===== src/logic/wb_pkg.sv =====
// ==============================
// wb_pkg
// shared widths and the physical
// register index for the writeback path
// ==============================

`default_nettype none

package wb_pkg;

	// data word
	localparam int xlen = 64;

	// architectural register file
	localparam int arch_regs = 32;
	localparam int arch_w = $clog2(arch_regs);

	// rename depth, rp copies of every register
	localparam int rb = 2;
	localparam int rp = 2 ** rb;

	// physical register space
	localparam int phy_w = arch_w + rb;
	localparam int phy_regs = arch_regs * rp;

	// alu, jal, bru, lsu, csr
	localparam int n_units = 5;

	typedef logic [xlen-1:0] xlen_t;

	// physical index, flat number is arch * rp + depth
	typedef union packed {
		logic [phy_w-1:0] flat;
		struct packed {
			logic [arch_w-1:0] arch;
			logic [rb-1:0] depth;
		} fields;
	} phy_idx_t;

endpackage

`default_nettype wire


===== src/logic/rename_ctrl.sv =====
// ==============================
// rename_ctrl
// rename and commit pointers per register,
// copy allocation and committed read index
// ==============================

`timescale 1ns/1ps
`default_nettype none

module rename_ctrl (
	input wire clk,
	input wire arst_n,

	// rename request
	input wire alloc_valid,
	input wire [wb_pkg::arch_w-1:0] alloc_arch,

	// retire request
	input wire commit_valid,
	input wire [wb_pkg::arch_w-1:0] commit_arch,

	// committed read
	input wire [wb_pkg::arch_w-1:0] rd_arch,

	output logic alloc_ok,
	output logic alloc_fire,
	output wb_pkg::phy_idx_t alloc_phy,
	output wb_pkg::phy_idx_t rd_phy
);

	// newest renamed copy
	logic [wb_pkg::arch_regs-1:0][wb_pkg::rb-1:0] ren_ptr_q;
	// committed copy
	logic [wb_pkg::arch_regs-1:0][wb_pkg::rb-1:0] cmt_ptr_q;
	// copies between the two pointers
	logic [wb_pkg::arch_regs-1:0][wb_pkg::rb-1:0] cnt_q;

	logic commit_fire;
	logic [wb_pkg::arch_regs-1:0] alloc_sel;
	logic [wb_pkg::arch_regs-1:0] commit_sel;

	// one copy always stays committed, so rp-1 in flight is full
	assign alloc_ok = cnt_q[alloc_arch] < (wb_pkg::rp - 1);
	assign alloc_fire = alloc_valid & alloc_ok;

	// nothing in flight means nothing to retire
	assign commit_fire = commit_valid & (cnt_q[commit_arch] != '0);

	always_comb begin
		alloc_sel = '0;
		alloc_sel[alloc_arch] = alloc_fire;
		commit_sel = '0;
		commit_sel[commit_arch] = commit_fire;
	end

	// copy after the rename pointer, wraps mod rp
	always_comb begin
		alloc_phy.fields.arch = alloc_arch;
		alloc_phy.fields.depth = ren_ptr_q[alloc_arch] + 1'b1;
	end

	always_comb begin
		rd_phy.fields.arch = rd_arch;
		rd_phy.fields.depth = cmt_ptr_q[rd_arch];
	end

	always_ff @(posedge clk or negedge arst_n) begin
		if (!arst_n) begin
			ren_ptr_q <= '0;
			cmt_ptr_q <= '0;
			cnt_q <= '0;
		end else begin
			for (int i = 0; i < wb_pkg::arch_regs; i++) begin
				if (alloc_sel[i]) begin
					ren_ptr_q[i] <= ren_ptr_q[i] + 1'b1;
				end
				if (commit_sel[i]) begin
					cmt_ptr_q[i] <= cmt_ptr_q[i] + 1'b1;
				end
				// alloc and commit together leave the count alone
				case ({alloc_sel[i], commit_sel[i]})
					2'b10: cnt_q[i] <= cnt_q[i] + 1'b1;
					2'b01: cnt_q[i] <= cnt_q[i] - 1'b1;
					default: cnt_q[i] <= cnt_q[i];
				endcase
			end
		end
	end

endmodule

`default_nettype wire


===== config.mk =====
export PLATFORM = sky130hd
export DESIGN_NAME = rename_ctrl
export DESIGN_NICKNAME = d
export VERILOG_FILES = /design/src/logic/wb_pkg.sv /design/src/logic/rename_ctrl.sv
export SDC_FILE = /design/constraint.sdc
export NUM_CORES = 1
export LEC_CHECK = 0
export ABC_AREA = 1
export BUFFER_PORTS_ARGS = -buffer_cell sky130_fd_sc_hd__buf_2
export CAP_MARGIN = 25
export CORE_ASPECT_RATIO = 1.75
export CORE_UTILIZATION = 55
export CTS_CLUSTER_DIAMETER = 100
export DETAILED_ROUTE_END_ITERATION = 12
export GPL_ROUTABILITY_DRIVEN = 0
export PLACE_DENSITY = 0.74
export SKIP_LAST_GASP = 1
export SLEW_MARGIN = 10
export SYNTH_ARGS = -nofsm -noshare
export SYNTH_HDL_FRONTEND = slang
export SYNTH_SLANG_ARGS = --single-unit

===== constraint.sdc =====
create_clock -name clk -period 2.1 [get_ports clk]
set_clock_uncertainty 0.1 [all_clocks]
set_input_delay 0.315 -clock clk [delete_from_list [all_inputs] [get_ports clk]]
set_output_delay 0.315 -clock clk [all_outputs]
set_load 0.02 [all_outputs]

==> metrics.md, run 1 <==
| Metric | Value |
|---|---|
| Status | complete, but fails checks |
| Worst EP arrival | 3040 ps |
| Worst EP required | 2360 ps |
| Violated checks | negative setup slack |
| Ys async rst share | 100.0% |
| Place WS | -731.2 ps |
| Aggregate global routing overflow | 0 |
| Final hold vios | 0 |
| F_max | between 0.3 and 0.4 GHz |
| Worst VDD drop | just over 1000 uV |
| Simple-gate portion of the synthesized area | 30.59% |
| Top cell type by total area after synthesis | dfrtp_1 |
| Post-synth EDFFs | 0 |
| Crit-path most repeated cell | nand2_1 |
| Iter 0 DRT Violations | between 1500 and 2000 |
| Mux contribution to synthesized area | 0% |
| Footprint of the multi-input gates | 0.007915 sq mm |
| Sequential-to-total area share from yosys stat | 38.76% |
| Mapped Nets | roughly 1700 |
| Antenna viol nets, final | 0 |
| DR WL/cell | approximately 22 microns |
| Layout cells sized above 1 | a little over a third |
| Hold Crit Class | input pin to flop |
| Minimum clock period | approximately 2800 ps |
| CTS H-tree lvls | 4 |
| Worst-Skew Late Latency | about 500 ps |
| Worst Max-Slew Pin Slew | roughly 460 ps |
| Drt first pass iters | 6 |
| Vias | ~15000 |
| WHS | about 50 ps |
| Max-slew violation count | 0 |
| Tot Pwr | approximately 18 mW |
| Final setup violation count | around 200 |
| Post-synth top area share | about two fifths |
| Adder-cell share of the synthesized area | around 3.2% |
| DRC viols | 0 |
| Number of distinct library cells after synthesis | 28 |
| Largest net degree at the start of global routing | 54 |
| CTS Buffer Depth | 2 |
| Setup TNS Final | -53820 ps |
| Mapped Area | 0.01240 sq mm |
| Root Driver | clkbuf_16 |
| Most common cell in the netlist | nand2_1 |
| Number of buffers added on ports | 34 |
| Setup CP Type | flop to flop |
| Die area | ~0.023 sq mm |
| Total wire length | roughly 52000 microns |
| Core area | 0.02207 sq mm |
| Worst setup EP type | flop |
| Finished Layout Cells | ~2400 |
| Crit-path cells | nand2_1 -> o21ai_1 -> nand2_1 -> nand2_1 -> nand2_1 -> nand2_2 -> nor2_2 -> nand2_2 -> nand2_4 -> buf_12 -> buf_16 -> nand3_4 -> ha_4 -> a21oi_2 -> o21ai_1 -> xor2_1 |
| Global-route wire length before repair | between 60000 and 70000 microns |
| Synth-to-Final Area Change | 49.06% |
| Reg clk slew, reported paths | 70 ps |
| Top Ports | 35 |
| Synth area leaders | dfrtp_1, nand2_1, nand4_1 |
| Max Cap Viol | 0 |
| Crit path max-delay family | simple AND/OR/NAND/NOR gates |
| Primary FF master, synth | dfrtp_1 |
| Initial core utilization | a little under three fifths |
| Pleak | roughly 9.4 nW |
| Total Nets Final | 2129 |
| Top cells by instance count after synthesis | nand2_1, dfrtp_1, inv_1, nand4_1, nor2_1 |
| Width of the die | 115.5 microns |
| Fin worst setup slack | -681.8 ps |
| Power density over the cells | roughly 970 mW/mm^2 |
| Crit-path max FO | 6 |
| Max incr delay on CP | between 400 and 500 ps |
| Total CTS buffers | 17 |
| Diodes inserted | 0 |
| Vias in the first global route | ~14000 |
| Final period util | 132.5% |
| Main combinational cell family by area after synthesis | simple AND/OR/NAND/NOR gates |
| Detailed Place HPWL | 26780 microns |
| Initial antenna violation count | 0 |
| RSZ-0062 raised after global routing | true |
| Reg2reg setup slack | -680 ps |
| Worst Path Buf+Inv | 2 |
| FF+latch count, synth | about 190 |
| Chip Height | roughly 200 microns |
| Worst setup SP type | flop |
| CTS Sinks | ~190 |
| Compound-Gate Fraction of Synth Area | under 10% |
| Placed cells | 2243 |
| All-Layer GR Usage | about two fifths |
| Vias per inst | between 6 and 7 |
| Number of synthesis warnings | 0 |
| Fillers | approximately 1100 |
| Mapped Avg Cell Area | 7.379 sq um |
| Register Area | 0.004806 sq mm |
| Worst path slowest cell | dfrtp_1 |
| Site row count | 72 |
| Max_slew headroom | just under 70% |
| Post-Synth XOR/XNOR Area | a little under a tenth |
| CTS tree | done |
| Mapped Cells | 1680 |
[logic make-up after synthesis]
logic type	count (synthesis)
buffers and inverters	256
adders and majority gates	32
xor gates and xnor gates	128
and+or+nand+nor	865
DFF	192
AOI/OAI and AO/OA	207
[path summary, 6_finish.rpt]
path	startpoint	endpoint	cells after the start
min	commit_valid	cmt_ptr_q[9]	3
max reg2reg	cnt_q[55]	cnt_q[21]	16
max in group asynchronous	arst_n	ren_ptr_q[21]	3
min in group asynchronous	arst_n	cnt_q[55]	2
min reg2reg	cmt_ptr_q[59]	cmt_ptr_q[59]	2
max	cnt_q[55]	cnt_q[21]	16
[layer usage]
metal	track usage, %	vias up	share of wire (%)
met3	8.635	489	9.1
li1	-	6300	-
met5	0	-	0
met4	32.10	0	10
met1	42.71	7086	34
met2	63.84	1297	47
[flip-flops by register name, indices dropped and copies added (netlist names)]
register	cells
cnt_q	64
cmt_ptr_q	64
ren_ptr_q	64
[metrics by stage]
| step | util [%] | cell area [sq um] |
|---|---|---|
| 6_report | 83.72 | 18480 |
| 2_1_floorplan | - | 12870 |
| 5_1_grt | 83.72 | 18480 |
| 4_1_cts | 79.65 | 17580 |
| 3_5_place_dp | 70.02 | 15450 |
| 3_3_place_gp | 70.02 | 15450 |
[worst register-to-register path, delay by kind of cell, from the launching register on]
family / cells / cell delay (ps)
buffers and inverters: 2 / 300
AND/OR/NAND/NOR: 9 / 970
XOR/XNOR: 1 / 170
AO/OA/AOI/OAI: 3 / 340
adder cells (fa/ha/maj): 1 / 290
flip-flops: 1 / 480
[power by group]
part           total, mW  internal, mW  leakage [nW]  switching, mW
Combinational       8.26          3.83          6.69           4.44
Sequential          6.29          4.96          2.44           1.34
Clock               3.34          1.84         0.282           1.50
[final cells by class]
type                            instances  share of cell area (%)
Inverter                              168                   3.473
Clock inverter                          6                  0.4333
Clock buffer                           26                   2.647
Sequential cell                       192                   26.01
Tap cell                              296                   2.004
Timing Repair Buffer                  467                   22.60
Multi-Input combinational cell       1232                   42.83
[what timing repair did]
item / in CTS / in global routing
buffers inserted: 84 / 40
resized for setup: 190 / 184
pin swaps: 50 / 49
hold buffers: 1 / 0
setup endpoints to repair: 74 / 169
hold endpoints to repair: 33 / 0
cloned: 5 / 3
[cell usage in the layout (no fill, tap or decap), types with 5 or more instances in the layout]
cell,n
a22oi_2,11
o21ai_1,77
buf_4,333
nor3_1,9
buf_6,73
o21ai_2,14
xnor2_2,13
inv_1,128
a22oi_1,15
buf_2,23
a21oi_2,20
o22ai_1,5
a21oi_4,6
nor3_2,7
buf_12,24
a21oi_1,31
nand3_2,22
nand4_1,131
nor2_1,86
clkbuf_16,20
nand3_1,14
xor2_1,80
inv_2,36
ha_4,29
nor2_2,7
o21ai_0,17
buf_8,7
dfrtp_1,191
clkbuf_1,6
nand2_2,36
xnor2_1,35
nand2_1,504
nand2_4,8
nand3_4,36
(Power assumes the default switching activity.)
==> run 2: changes to the inputs <==
--- a/config.mk
+++ b/config.mk
@@ -13,7 +13,7 @@
 export CTS_CLUSTER_DIAMETER = 100
 export DETAILED_ROUTE_END_ITERATION = 12
 export GPL_ROUTABILITY_DRIVEN = 0
-export PLACE_DENSITY = 0.74
+export PLACE_DENSITY = 0.72
 export SKIP_LAST_GASP = 1
 export SLEW_MARGIN = 10
 export SYNTH_ARGS = -nofsm -noshare
==> constraint.sdc (replaced) <==
create_clock -name clk -period 2.8 [get_ports clk]
set_clock_uncertainty 0.1 [all_clocks]
set_input_delay 0.42 -clock clk [delete_from_list [all_inputs] [get_ports clk]]
set_output_delay 0.42 -clock clk [all_outputs]
set_load 0.02 [all_outputs]
==> metrics.md, run 2 (same netlist as run 1, synthesis figures left out) <==
| Metric | Value |
|---|---|
| Worst Max-Slew Pin Slew | 553.8 ps (+89.46 ps) |
| Detailed Place HPWL | 25330 microns (-5.4%) |
| CTS Sinks | 192 (unchanged) |
| Iter 0 DRT Violations | 791 (-59%) |
| Status | completed |
| Clock Power Share | 24.0% (+5.3 points) |
| Crit-path max FO | 8 (+2) |
| Final hold vios | 0 (unchanged) |
| Pleak | 7.903 nW (-16%) |
| Total CTS buffers | 17 (unchanged) |
| Biggest regs | cmt_ptr_q (64), cnt_q (64), ren_ptr_q (64) |
| Drt first pass iters | 7 (+1) |
| Worst setup EP type | primary output |
| All-Layer GR Usage | 31.55% (-7.6 points) |
| Global-route wire length before repair | 56860 microns (-19%) |
| Vias | 11960 (-21%) |
| Comb power frac | 31.8% (-14 points) |
| Top Ports | 35 (unchanged) |
| Initial antenna violation count | 0 (unchanged) |
| Vias per inst | 5.582 (-12%) |
| Layout cells sized above 1 | 16.13% (-20 points) |
| Final setup violation count | 0 (-100%) |
| Sequential share of power | 44.2% (+9.0 points) |
| Final period util | approximately 97% |
| Worst setup SP type | input pin |
| F_max | 0.3700 GHz |
| Minimum clock period | about 2700 ps |
| Max-slew violation count | 0 (unchanged) |
| Diodes inserted | 0 (unchanged) |
| Power density over the cells | 735.7 mW/mm^2 (-24%) |
| Final Cell Area | 0.01477 sq mm (-20%) |
| Total Nets Final | 1885 (-11%) |
| WHS | 269.8 ps (+219.5 ps) |
| Vias in the first global route | 11770 (-17%) |
| Core area | 0.02207 sq mm (unchanged) |
| Die area | 0.02317 sq mm (unchanged) |
| Root Driver | clkbuf_16 |
| Internal Dissipation | 6.733 mW (-37%) |
| Chip Height | 200.6 microns (unchanged) |
| Worst EP arrival | 2180 ps (-860 ps) |
| Total wire length | 34700 microns (-33%) |
| Commonest non-fill, non-tap cell in the layout | nand2_1 |
| DR WL/cell | 16.19 microns (-26%) |
| Max Cap Viol | 0 (unchanged) |
| Number of buffers added on ports | 34 (unchanged) |
| CTS H-tree lvls | 4 (unchanged) |
| Initial core utilization | 56.17% (unchanged) |
| Setup CP Type | input pin to primary output |
| Worst VDD drop | 459.9 uV (-55%) |
| Dpl cell area | 0.01397 sq mm (-9.6%) |
| Largest net degree at the start of global routing | 97 (+80%) |
| Site row count | 72 (unchanged) |
| Switching share of power | 38.04% (-2.6 points) |
| Worst-Skew Late Latency | 470 ps (-20 ps) |
| RSZ-0062 raised after global routing | true |
| DRC viols | 0 (unchanged) |
| Antenna viol nets, final | 0 (unchanged) |
| Hold Crit Class | input pin to flop |
| CTS tree | done |
| Fillers | 1884 (+75%) |
| Width of the die | 115.5 microns (unchanged) |
| Max_slew headroom | 62.80% (-6.1 points) |
| CTS Buffer Depth | 2 (unchanged) |
| Synth-to-Final Area Change | 19.15% |
| Aggregate global routing overflow | 0 (unchanged) |
| Tot Pwr | 10.87 mW (-39%) |
| Most frequent cells in the layout | nand2_1, dfrtp_1, buf_4, inv_1, nand4_1 |
| Net load switching power | 4.134 mW (-43%) |
| Worst EP required | 2280 ps (-80 ps) |
| Reg clk slew, reported paths | 70 ps (about the same) |
run 2: cell types whose count changed in the layout (fill, tap and decap cells not counted), sizes merged:
| cell | delta |
|---|---|
| clkinv | +1 |
| bufbuf | +1 |
| bufinv | +1 |
| clkinvlp | +1 |
| inv | +1 |
| clkbuf | -5 |
| buf | -244 |
run 2: metal layers:
layer	vias up	track usage [%]	routed length (microns)
met5	-	0	0
met4	0	17.16	1639
met3	111	4.680	1738
met2	453	53.46	17540
met1	5597	37.87	13780
li1	5801	-	-
run 2: critical path, cell delays in order:
cell and delay (ps):
buf_2 160, buf_4 170, nor2_1 70, buf_6 150, buf_4 140, a22oi_1 160, nand2_1 120, nand2_1 90
nand4_1 180, nor2_1 190, o21ai_0 100, nand2_1 70, buf_2 160
run 2: path summary, 6_finish.rpt:
| kind | cells past startpoint | endpoint | slack, ps | startpoint |
|---|---|---|---|---|
| setup / recovery | 13 | alloc_phy[1] | 100 | alloc_arch[1] |
| hold / removal | 3 | ren_ptr_q[56] | 270 | alloc_valid |
| setup reg to reg | 16 | cnt_q[7] | 130 | cnt_q[34] |
| hold reg to reg | 1 | cnt_q[27] | 410 | cnt_q[27] |
| max in group asynchronous | 3 | cmt_ptr_q[3] | 1440 | arst_n |
| min in group asynchronous | 2 | ren_ptr_q[18] | 360 | arst_n |
run 2: final cells by class:
class	instances	area, sq um	share of cell area (%)
Clock buffer	22	484.2	3.278
Clock inverter	10	131.4	0.8895
Inverter	168	634.4	4.295
Tap cell	296	370.4	2.507
Timing Repair Buffer	223	1851	12.53
Multi-Input combinational cell	1232	6490	43.94
Sequential cell	192	4810	32.56
run 2: timing repair:
action | 4_1_cts | 5_1_grt
pin swaps | 1 | 5
setup endpoints to repair | 1 | 31
gates cloned | 1 | 1
hold buffers | 1 | 0
buffers inserted | 2 | 7
gates resized for setup | 7 | 21
endpoints found under the hold margin | 43 | 0
run 2: power groups by stage:
| stage | clock (mW) | sequential, mW | combinational (mW) |
|---|---|---|---|
| after global routing | 2.73 | 4.93 | 3.90 |
| final | 2.61 | 4.80 | 3.46 |
| after CTS | 2.64 | 4.77 | 3.37 |
| after global placement | 0 | 4.79 | 3.17 |
| after detailed placement | 0 | 4.81 | 3.28 |
| after floorplan | 0 | 4.52 | 2.46 |
run 2: per-stage QoR:
stage	utilization [%]	setup WS [ps]	TNS, ps	cells
final	66.92	96.96	0	2143
after global routing	66.92	0.1141	0	2143
after CTS	66.39	3.385	0	2136
after detailed placement	63.28	-341.9	-12950	2100
after global placement	63.28	-261.9	-8486	2100
after floorplan	-	222.6	0	1680
