<file path="config.mk">
export PLATFORM = sky130hd
export DESIGN_NAME = wb_log
export DESIGN_NICKNAME = d
export VERILOG_FILES = /design/src/logic/wb_pkg.sv /design/src/logic/wb_log.sv
export SDC_FILE = /design/constraint.sdc
export NUM_CORES = 1
export LEC_CHECK = 0
export BUFFER_PORTS_ARGS = -buffer_cell sky130_fd_sc_hd__buf_2
export CAP_MARGIN = 25
export CORE_MARGIN = 2
export CORE_UTILIZATION = 46
export DETAILED_ROUTE_END_ITERATION = 8
export PLACE_DENSITY = 0.8
export SYNTH_ARGS = -nofsm -noshare
export SYNTH_HDL_FRONTEND = slang
export SYNTH_SLANG_ARGS = --single-unit
</file>
<file path="constraint.sdc">
create_clock -name clk -period 0.95 [get_ports clk]
set_clock_uncertainty 0.15 [all_clocks]
set_input_delay 0.19 -clock clk [delete_from_list [all_inputs] [get_ports clk]]
set_output_delay 0.19 -clock clk [all_outputs]
set_load 0.1 [all_outputs]
</file>
<file path="src/logic/wb_pkg.sv">
// ==============================
// wb_pkg
// shared widths and the physical
// register index for the writeback path
// ==============================

`default_nettype none

package wb_pkg;

	// data word
	localparam int xlen = 64;

	// architectural register file
	localparam int arch_regs = 32;
	localparam int arch_w = $clog2(arch_regs);

	// rename depth, rp copies of every register
	localparam int rb = 2;
	localparam int rp = 2 ** rb;

	// physical register space
	localparam int phy_w = arch_w + rb;
	localparam int phy_regs = arch_regs * rp;

	// alu, jal, bru, lsu, csr
	localparam int n_units = 5;

	typedef logic [xlen-1:0] xlen_t;

	// physical index, flat number is arch * rp + depth
	typedef union packed {
		logic [phy_w-1:0] flat;
		struct packed {
			logic [arch_w-1:0] arch;
			logic [rb-1:0] depth;
		} fields;
	} phy_idx_t;

endpackage

`default_nettype wire

</file>
<file path="src/logic/wb_log.sv">
// ==============================
// wb_log
// written flag per physical copy
// ==============================

`timescale 1ns/1ps
`default_nettype none

module wb_log (
	input wire clk,
	input wire arst_n,
	input wire [wb_pkg::phy_regs-1:0] wb_set,
	input wire alloc_fire,
	input wire wb_pkg::phy_idx_t alloc_phy,
	output logic [wb_pkg::phy_regs-1:0] written
);

	// clear mask laid out arch major, depth minor
	// flattens to the same order as the flat index
	logic [wb_pkg::arch_regs-1:0][wb_pkg::rp-1:0] clr;

	// fresh copy has no result yet
	always_comb begin
		clr = '0;
		clr[alloc_phy.fields.arch][alloc_phy.fields.depth] = alloc_fire;
	end

	// set applied after clear, so a set wins on collision
	always_ff @(posedge clk or negedge arst_n) begin
		if (!arst_n) begin
			written <= '0;
		end else begin
			written <= (written & ~clr) | wb_set;
		end
	end

endmodule

`default_nettype wire

</file>
==> results of run 1 <==
-- kinds of logic after synthesis --
| group | Yosys count |
|---|---|
| buf+inv | 23 |
| flops | 128 |
| simple gates | 176 |
| compound gates | 128 |
-- Yosys cell counts --
cell	count	area (um2)
buf_6	3	33.8
nor4b_2	1	15.0
and4_1	1	8.76
nor4_4	2	42.5
o21ai_1	10	50.1
nand4bb_1	4	45.0
clkbuf_1	3	11.3
o21ai_0	42	210
buf_4	4	30.0
a21o_1	76	571
and4bb_1	3	37.5
or4b_4	2	27.5
or4b_1	1	10.0
dfrtp_1	128	3200
nor4b_4	7	166
and4b_1	3	30.0
buf_2	13	65.1
or4_4	1	11.3
and4bb_2	7	87.6
nand4_1	3	18.8
nand2b_1	52	325
nand2_1	76	285
nor4bb_1	3	30.0
nand4b_1	10	87.6
-- stage by stage --
step | instances | utilization | setup slack, ns
floorplan | 455 | - | -0.326
global placement | 875 | 0.843 | -0.498
detailed placement | 875 | 0.843 | -0.562
==> impl_metrics.ini, run 1 <==
[yosys]
yosysSeqAreaShare = 0.593
synth_top_family_by_area = simple AND/OR/NAND/NOR gates
syn_nets = 593
yosys.area_share.adder = 0
avgSynthCellArea_um2 = 11.9
syn_inst = 455
synth_compound_area_frac = 0.154
yosys_warnings = 0
synth-xor-area-share = 0
syn-cell-area_um2 = 5400
synthSimpleGateAreaFrac = 0.227
synth-seq-cells = 128
synth_cell_type_count = 24
muxShareOfSynthArea = 0

[clock_tree]
clock_path_buffers = 2
hold_buffers = 129
cts_root_buf = clkbuf_16
cts_resized = 137
htree_levels = 4
cts_buffers = 17
post_cts_buffers = 45
cts.sinks = 128

[placed_design]
dpl.hpwl_um = 15300
place_area_um2 = 9630
gp_congestion = 0.782
portBuffers = 265

[floorplan]
start_util = 0.473
fp-row-count = 39
die_w_um = 112
ios = 266
die_h_um = 112

[status]
status = stopped before the end
failed_stage = clock tree synthesis (4_1_cts)
tool.error = [ERROR DPL-0038] Utilization greater than 100%, impossible to legalize
==> run 2, diff against run 1 <==
--- a/config.mk
+++ b/config.mk
@@ -8,9 +8,9 @@
 export BUFFER_PORTS_ARGS = -buffer_cell sky130_fd_sc_hd__buf_2
 export CAP_MARGIN = 25
 export CORE_MARGIN = 2
-export CORE_UTILIZATION = 46
+export CORE_UTILIZATION = 40
 export DETAILED_ROUTE_END_ITERATION = 8
-export PLACE_DENSITY = 0.8
+export PLACE_DENSITY_LB_ADDON = 0.15
 export SYNTH_ARGS = -nofsm -noshare
 export SYNTH_HDL_FRONTEND = slang
 export SYNTH_SLANG_ARGS = --single-unit
==> run 2 against run 1 <==
- the flow now finishes, with violations (setup timing)
- synthesized cell count unchanged
- area after synthesis unchanged
==> impl_metrics.ini, run 2 <==
[status]
status = finished with violations
violations = setup timing

[yosys]
synth-xor-area-share = 0
synth_compound_area_frac = 0.154
synthSimpleGateAreaFrac = 0.227
avgSynthCellArea_um2 = 11.9
yosys.area_share.adder = 0
synth_top_family_by_area = simple AND/OR/NAND/NOR gates
synth.most_common_cell = dfrtp_1
synth_top_area_cell = dfrtp_1
syn_nets = 593
syn_inst = 455
yosys_warnings = 0
synth-edff-count = 0
yosysSeqAreaShare = 0.593
synth_ff_type = dfrtp_1
synth_cell_type_count = 24
synth_top_area_share = 0.593
muxShareOfSynthArea = 0
async_flop_share = 1.00
synth-seq-cells = 128
ys_top_cells_by_area = dfrtp_1 59%, a21o_1 11%, nand2b_1 6.0%
syn-cell-area_um2 = 5400
ys_top_cells_by_count = 128 x dfrtp_1, 76 x a21o_1, 76 x nand2_1, 52 x nand2b_1, 42 x o21ai_0

[floorplan]
die_h_um = 120
die_area_um2 = 14500
start_util = 0.408
die_w_um = 120
fp-row-count = 42
ios = 266
coreArea_um2 = 13200

[final_layout]
nFillCells = 294
mostFrequentLayoutCell = buf_12
layoutNonFillerInstCount = 1121
multi_input_area_um2 = 2340
reg.largest.list = written (128)
final_net_count = 1066
layout-drive-gt1-share = 0.621
design_area_um2 = 12600
seqCellArea_um2 = 3680
area_growth_pct = 133
final_cell_mix = 147 x buf_12, 129 x dlygate4sd3_1, 128 x buf_2, 128 x dfrtp_4, 76 x a21o_1
largest_reg_flops = 128
top_register = written

[clock_tree]
clk_latency_ns = 0.45
cts_tree = yes
cts_buffers = 17
htree_levels = 4
cts.sinks = 128
clkTransAtPathRegs_ns = 0.08
hold_buffers = 129
cts_root_buf = clkbuf_16
clock_path_buffers = 2

[drt]
postRouteAntennaNets = 0
drc = 0
viasPerCell = 6.30
finalWirelength_um = 37200
routedWlPerCell_um = 33.2
drt_iter0_drc = 906
dr.pass1.iters = 5
vias = 7061

[global_routing]
overflow = 0
grt_usage = 0.325
grt_pass1_vias = 6440
grt_pass1_wl_um = 35600
antenna_found_initial = 1
grt_start_max_net_pins = 59

[setup_path]
required_ns = 0.61
critical_path.cell_chain = buf_12
crit_path_start_kind = register
path_depth = 1
r2r_cells = 2
slowest_stage = dfrtp_4
cpPeakStageDelay_ns = 0.53
crit_fanout = 2
arrival_ns = 1.18
critPathTopFamily = flip-flops
critPathBufInv = 1
cp-end-kind = output port
worst-setup-path-type = reg -> out

[placed_design]
place_area_um2 = 9660
numPlacedInstances = 907
portBuffers = 265
dpl.hpwl_um = 13600
gp_congestion = 0.767

[sta]
setup_slack_ns = -0.567
post-route-period-util = 1.60
fin_crit_ns = 1.52
grt_setup_unrepaired = yes
fmax_mhz = 659
setup_tns_ns = -81.58
relSlewSlack = 0.703
setup_viol = 252
whs_ns = 0.0163
finalMaxSlewViolations = 0
hold_viol_final = 0
tightest_slew_ns = 0.443

[min_path]
hold_class = in -> async

[job]
maxCapViolCount = 0

[power]
total_power_uw = 15700
p_leak_uw = 0.00503
vdd_drop_max_mv = 1.77
powerDensity_nw_per_um2 = 1250
[run 2: repair_timing]
| item | in CTS | in global routing |
|---|---|---|
| gates resized for setup | 42 | 112 |
| pin swaps | 20 | 90 |
| cloned | 3 | 2 |
| endpoints found under the setup margin | 239 | 240 |
| endpoints found under the hold margin | 256 | 3 |
| setup buffers | 11 | 42 |
[run 2: path summary, 6_finish.rpt]
path | startpoint | to | slack (ns)
setup / recovery | written[102]$_DFF_PN0_ | written[102] | -0.57
hold / removal | arst_n | written[46]$_DFF_PN0_ | 0.02
setup reg to reg | written[103]$_DFF_PN0_ | written[103]$_DFF_PN0_ | -0.21
hold reg to reg | written[82]$_DFF_PN0_ | written[82]$_DFF_PN0_ | 0.42
max in group asynchronous | arst_n | written[71]$_DFF_PN0_ | 0
min in group clk | alloc_phy[2] | written[48]$_DFF_PN0_ | 0.05
[run 2: cell families (layout without fill, tap and decap cells)]
| family | count (synthesis) | after routing |
|---|---|---|
| other | 0 | 5 |
| AND/OR/NAND/NOR | 176 | 176 |
| flip-flops | 128 | 128 |
| buffers and inverters | 23 | 508 |
| AO/OA/AOI/OAI | 128 | 128 |
[run 2: stage by stage]
stage	worst slack (ns)	utilization
floorplan	-0.326	-
global placement	-0.502	0.730
detailed placement	-0.535	0.730
CTS	-0.501	0.901
global route	-0.568	0.953
finish	-0.567	0.953
[run 2: worst register-to-register path, cell delays in order, from the launching register on]
cell and delay (ns):
dfrtp_4 0.52, o21ai_1 0.12, nand2b_1 0.19
[run 2: power by group]
part	total [uW]	internal, uW	switching (uW)
Combinational	2150	1100	1050
Clock	8050	5040	3010
Sequential	5510	5480	34.2
Total	15700	11600	4090
[run 2: routing by layer]
layer | track usage | wire (um) | up-vias
met5 | 0 | 0 | -
met4 | 0.113 | 3840 | 0
met3 | 0.0962 | 4150 | 340
met2 | 0.605 | 17700 | 754
met1 | 0.349 | 11600 | 3414
li1 | - | - | 2553
[run 2: final cells by class]
| class | instances | share of cell area |
|---|---|---|
| clock inverters | 11 | 0.0167 |
| repair buffers | 477 | 0.451 |
| well taps | 176 | 0.0175 |
| multi-input cells | 304 | 0.185 |
| flip-flops and latches | 128 | 0.292 |
| clock buffers | 20 | 0.0362 |
| diodes | 5 | 0.000992 |
Power figures use the tool's default switching activity.
==> run 3, diff against run 2 <==
--- a/config.mk
+++ b/config.mk
@@ -9,8 +9,10 @@
 export CAP_MARGIN = 25
 export CORE_MARGIN = 2
 export CORE_UTILIZATION = 40
+export CTS_BUF_LIST = sky130_fd_sc_hd__clkbuf_16
 export DETAILED_ROUTE_END_ITERATION = 8
 export PLACE_DENSITY_LB_ADDON = 0.15
+export SETUP_SLACK_MARGIN = 0.5
 export SYNTH_ARGS = -nofsm -noshare
 export SYNTH_HDL_FRONTEND = slang
 export SYNTH_SLANG_ARGS = --single-unit
==> run 3 against run 2 <==
- the run ends with hold timing, setup timing left
- combinational power down 26%
- via count down 26%
- highest routed layer unchanged
- sequential share of layout area up 2.4 points
- final cell count down 11%
==> impl_metrics.ini, run 3 (synthesis gave the netlist of run 2 again) <==
[status]
status = finished with violations
violations = hold timing, setup timing

[min_path]
hold_class = in -> async

[floorplan]
coreArea_um2 = 13200
fp-row-count = 42
die_area_um2 = 14500
ios = 266
die_w_um = 120
die_h_um = 120
start_util = 0.408

[clock_tree]
clkTransAtPathRegs_ns = 0.06
cts_root_buf = clkbuf_16
cts.sinks = 128
cts_buffers = 17
clk_latency_ns = 0.42
cts_tree = yes
htree_levels = 4
clock_path_buffers = 2

[final_layout]
top_register = written
final_cell_mix = 150 x buf_12, 128 x buf_2, 128 x dfrtp_4
n_antenna_cell = 0
largest_reg_flops = 128
area_growth_pct = 116
mostFrequentLayoutCell = buf_12
design_area_um2 = 11700
final_net_count = 949
layout-drive-gt1-share = 0.755
reg.largest.list = written (128)

[sta]
hold_viol_final = 256
whs_ns = -0.567
finalMaxSlewViolations = 0
setup_slack_ns = -0.494
setup_tns_ns = -64.91
relSlewSlack = 0.765
fin_crit_ns = 1.44
tightest_slew_ns = 0.352
fmax_mhz = 693
grt_setup_unrepaired = yes
setup_viol = 205
post-route-period-util = 1.52

[power]
vdd_drop_max_mv = 1.15
p_leak_uw = 0.00466
powerDensity_nw_per_um2 = 1240

[global_routing]
overflow = 0
grt_usage = 0.277
grt_start_max_net_pins = 59
grt_pass1_vias = 5663
antenna_found_initial = 0
grt_pass1_wl_um = 30500

[placed_design]
portBuffers = 265
place_area_um2 = 9660
dpl.hpwl_um = 13600
gp_congestion = 0.767

[setup_path]
critPathTopFamily = flip-flops
required_ns = 0.61
ff2ff_setup_slack_ns = -0.18
critPathBufInv = 1
slowest_stage = dfrtp_4
path_depth = 1
crit_fanout = 2
rr_endpoint = written[66]$_DFF_PN0_
r2r-start = written[66]$_DFF_PN0_
cp-end-kind = output port
critical_path.cell_chain = buf_12
worst-setup-path-type = reg -> out
cpPeakStageDelay_ns = 0.50
crit_path_start_kind = register
r2r_cells = 3
arrival_ns = 1.10

[drt]
drc = 0
finalWirelength_um = 21800
viasPerCell = 5.26
routedWlPerCell_um = 21.8
postRouteAntennaNets = 0
vias = 5258
drt_iter0_drc = 350
dr.pass1.iters = 4

[job]
maxCapViolCount = 0
-- run 3: layer usage --
| layer | up-vias | part of all wire | GRT usage |
|---|---|---|---|
| met5 | - | 0 | 0 |
| met4 | 0 | 0.028 | 0.109 |
| met3 | 45 | 0.072 | 0.0943 |
| met2 | 247 | 0.55 | 0.500 |
| met1 | 2647 | 0.35 | 0.299 |
| li1 | 2319 | - | - |
-- run 3: report_power, final --
part	switching, uW	internal, uW	total (uW)	leakage [uW]
clock	2480	4860	7340	0.000315
combinational	783	810	1590	0.00320
sequential	27.8	5480	5510	0.00115
total	3290	11100	14400	0.00466
-- run 3: repair_timing --
item	4_1_cts	5_1_grt
endpoints found under the setup margin	256	256
setup buffers	21	30
hold endpoints to repair	256	256
resized for setup	115	73
cloned	9	1
pin swaps	85	60
-- run 3: area by class of cell --
class,instances,area [um2]
flip-flops and latches,128,3680
fillers,553,1580
clock inverters,14,221
repair buffers,360,4680
clock buffers,17,425
multi-input cells,304,2430
well taps,176,220
-- run 3: metrics by stage --
step	utilization	setup slack (ns)	power (uW)	instances
global route	0.881	-0.512	14800	999
finish	0.881	-0.494	14400	999
floorplan	-	-0.326	6170	455
CTS	0.841	-0.504	14400	968
detailed placement	0.730	-0.535	6850	907
global placement	0.730	-0.502	6820	907
-- run 3: worst max-delay path by stage --
stage,end,start
after global routing,written[113],written[113]$_DFF_PN0_
after floorplan,written[48]$_DFF_PN0_,alloc_phy[6]
final,written[20],written[20]$_DFF_PN0_
after CTS,written[98],written[98]$_DFF_PN0_
after detailed placement,written[52]$_DFF_PN0_,alloc_phy[6]
after global placement,written[70]$_DFF_PN0_,alloc_phy[2]
==> run 4, diff against run 3 <==
--- a/config.mk
+++ b/config.mk
@@ -11,8 +11,8 @@
 export CORE_UTILIZATION = 40
 export CTS_BUF_LIST = sky130_fd_sc_hd__clkbuf_16
 export DETAILED_ROUTE_END_ITERATION = 8
-export PLACE_DENSITY_LB_ADDON = 0.15
-export SETUP_SLACK_MARGIN = 0.5
+export PLACE_DENSITY_LB_ADDON = 0.08
+export SETUP_SLACK_MARGIN = 0.05
 export SYNTH_ARGS = -nofsm -noshare
 export SYNTH_HDL_FRONTEND = slang
 export SYNTH_SLANG_ARGS = --single-unit
==> run 4 against run 3 <==
- the run now fails in global routing (5_1_grt)
- synthesized cell count unchanged
- area after synthesis did not move
==> impl_metrics.ini, run 4 <==
[yosys]
syn_nets = 593
synth_top_area_cell = dfrtp_1
syn_inst = 455
syn-cell-area_um2 = 5400
ys_top_cells_by_area = dfrtp_1 59%, a21o_1 11%, nand2b_1 6.0%
async_flop_share = 1.00
avgSynthCellArea_um2 = 11.9
yosys_warnings = 0
synth.most_common_cell = dfrtp_1
synth-edff-count = 0
synth_ff_type = dfrtp_1
synth-seq-cells = 128
yosysSeqAreaShare = 0.593
ys_top_cells_by_count = 128 x dfrtp_1, 76 x a21o_1, 76 x nand2_1, 52 x nand2b_1, 42 x o21ai_0
synth_cell_type_count = 24
synth_top_area_share = 0.593

[placed_design]
dpl.hpwl_um = 13600
gp_congestion = 0.800
portBuffers = 265
place_area_um2 = 9700

[status]
failed_stage = global routing (5_1_grt)
tool.error = [ERROR DPL-0038] Utilization greater than 100%, impossible to legalize
status = stopped before the end

[sta]
worstEpCategory = top-level output
crit_endpoint = written[31]

[floorplan]
die_w_um = 120
die_h_um = 120
ios = 266
fp-row-count = 42
start_util = 0.408

[clock_tree]
cts.sinks = 128
htree_levels = 4
cts_root_buf = clkbuf_16
clock_path_buffers = 2
cts_buffers = 17

[global_routing]
grt_start_max_net_pins = 59
## run 4: cell counts after synthesis
Identical to the previous run, type by type.
## run 4: cells by family after synthesis
family | after synthesis | synth area share
AND/OR/NAND/NOR | 176 | 0.227
AO/OA/AOI/OAI | 128 | 0.154
buffers and inverters | 23 | 0.0259
flip-flops | 128 | 0.593
## run 4: metrics by stage
step,std cells,worst slack [ns],hold slack [ns]
after floorplan,455,-0.326,-0.256
after global placement,914,-0.484,0.0245
after detailed placement,914,-0.540,0.0312
after CTS,1098,-0.498,0.0196
## run 4: what timing repair did
| item | in CTS |
|---|---|
| endpoints found under the setup margin | 256 |
| cloned | 9 |
| buffers inserted | 15 |
| hold endpoints to repair | 256 |
| gates resized for setup | 111 |
| hold buffers | 129 |
| pin swaps | 64 |
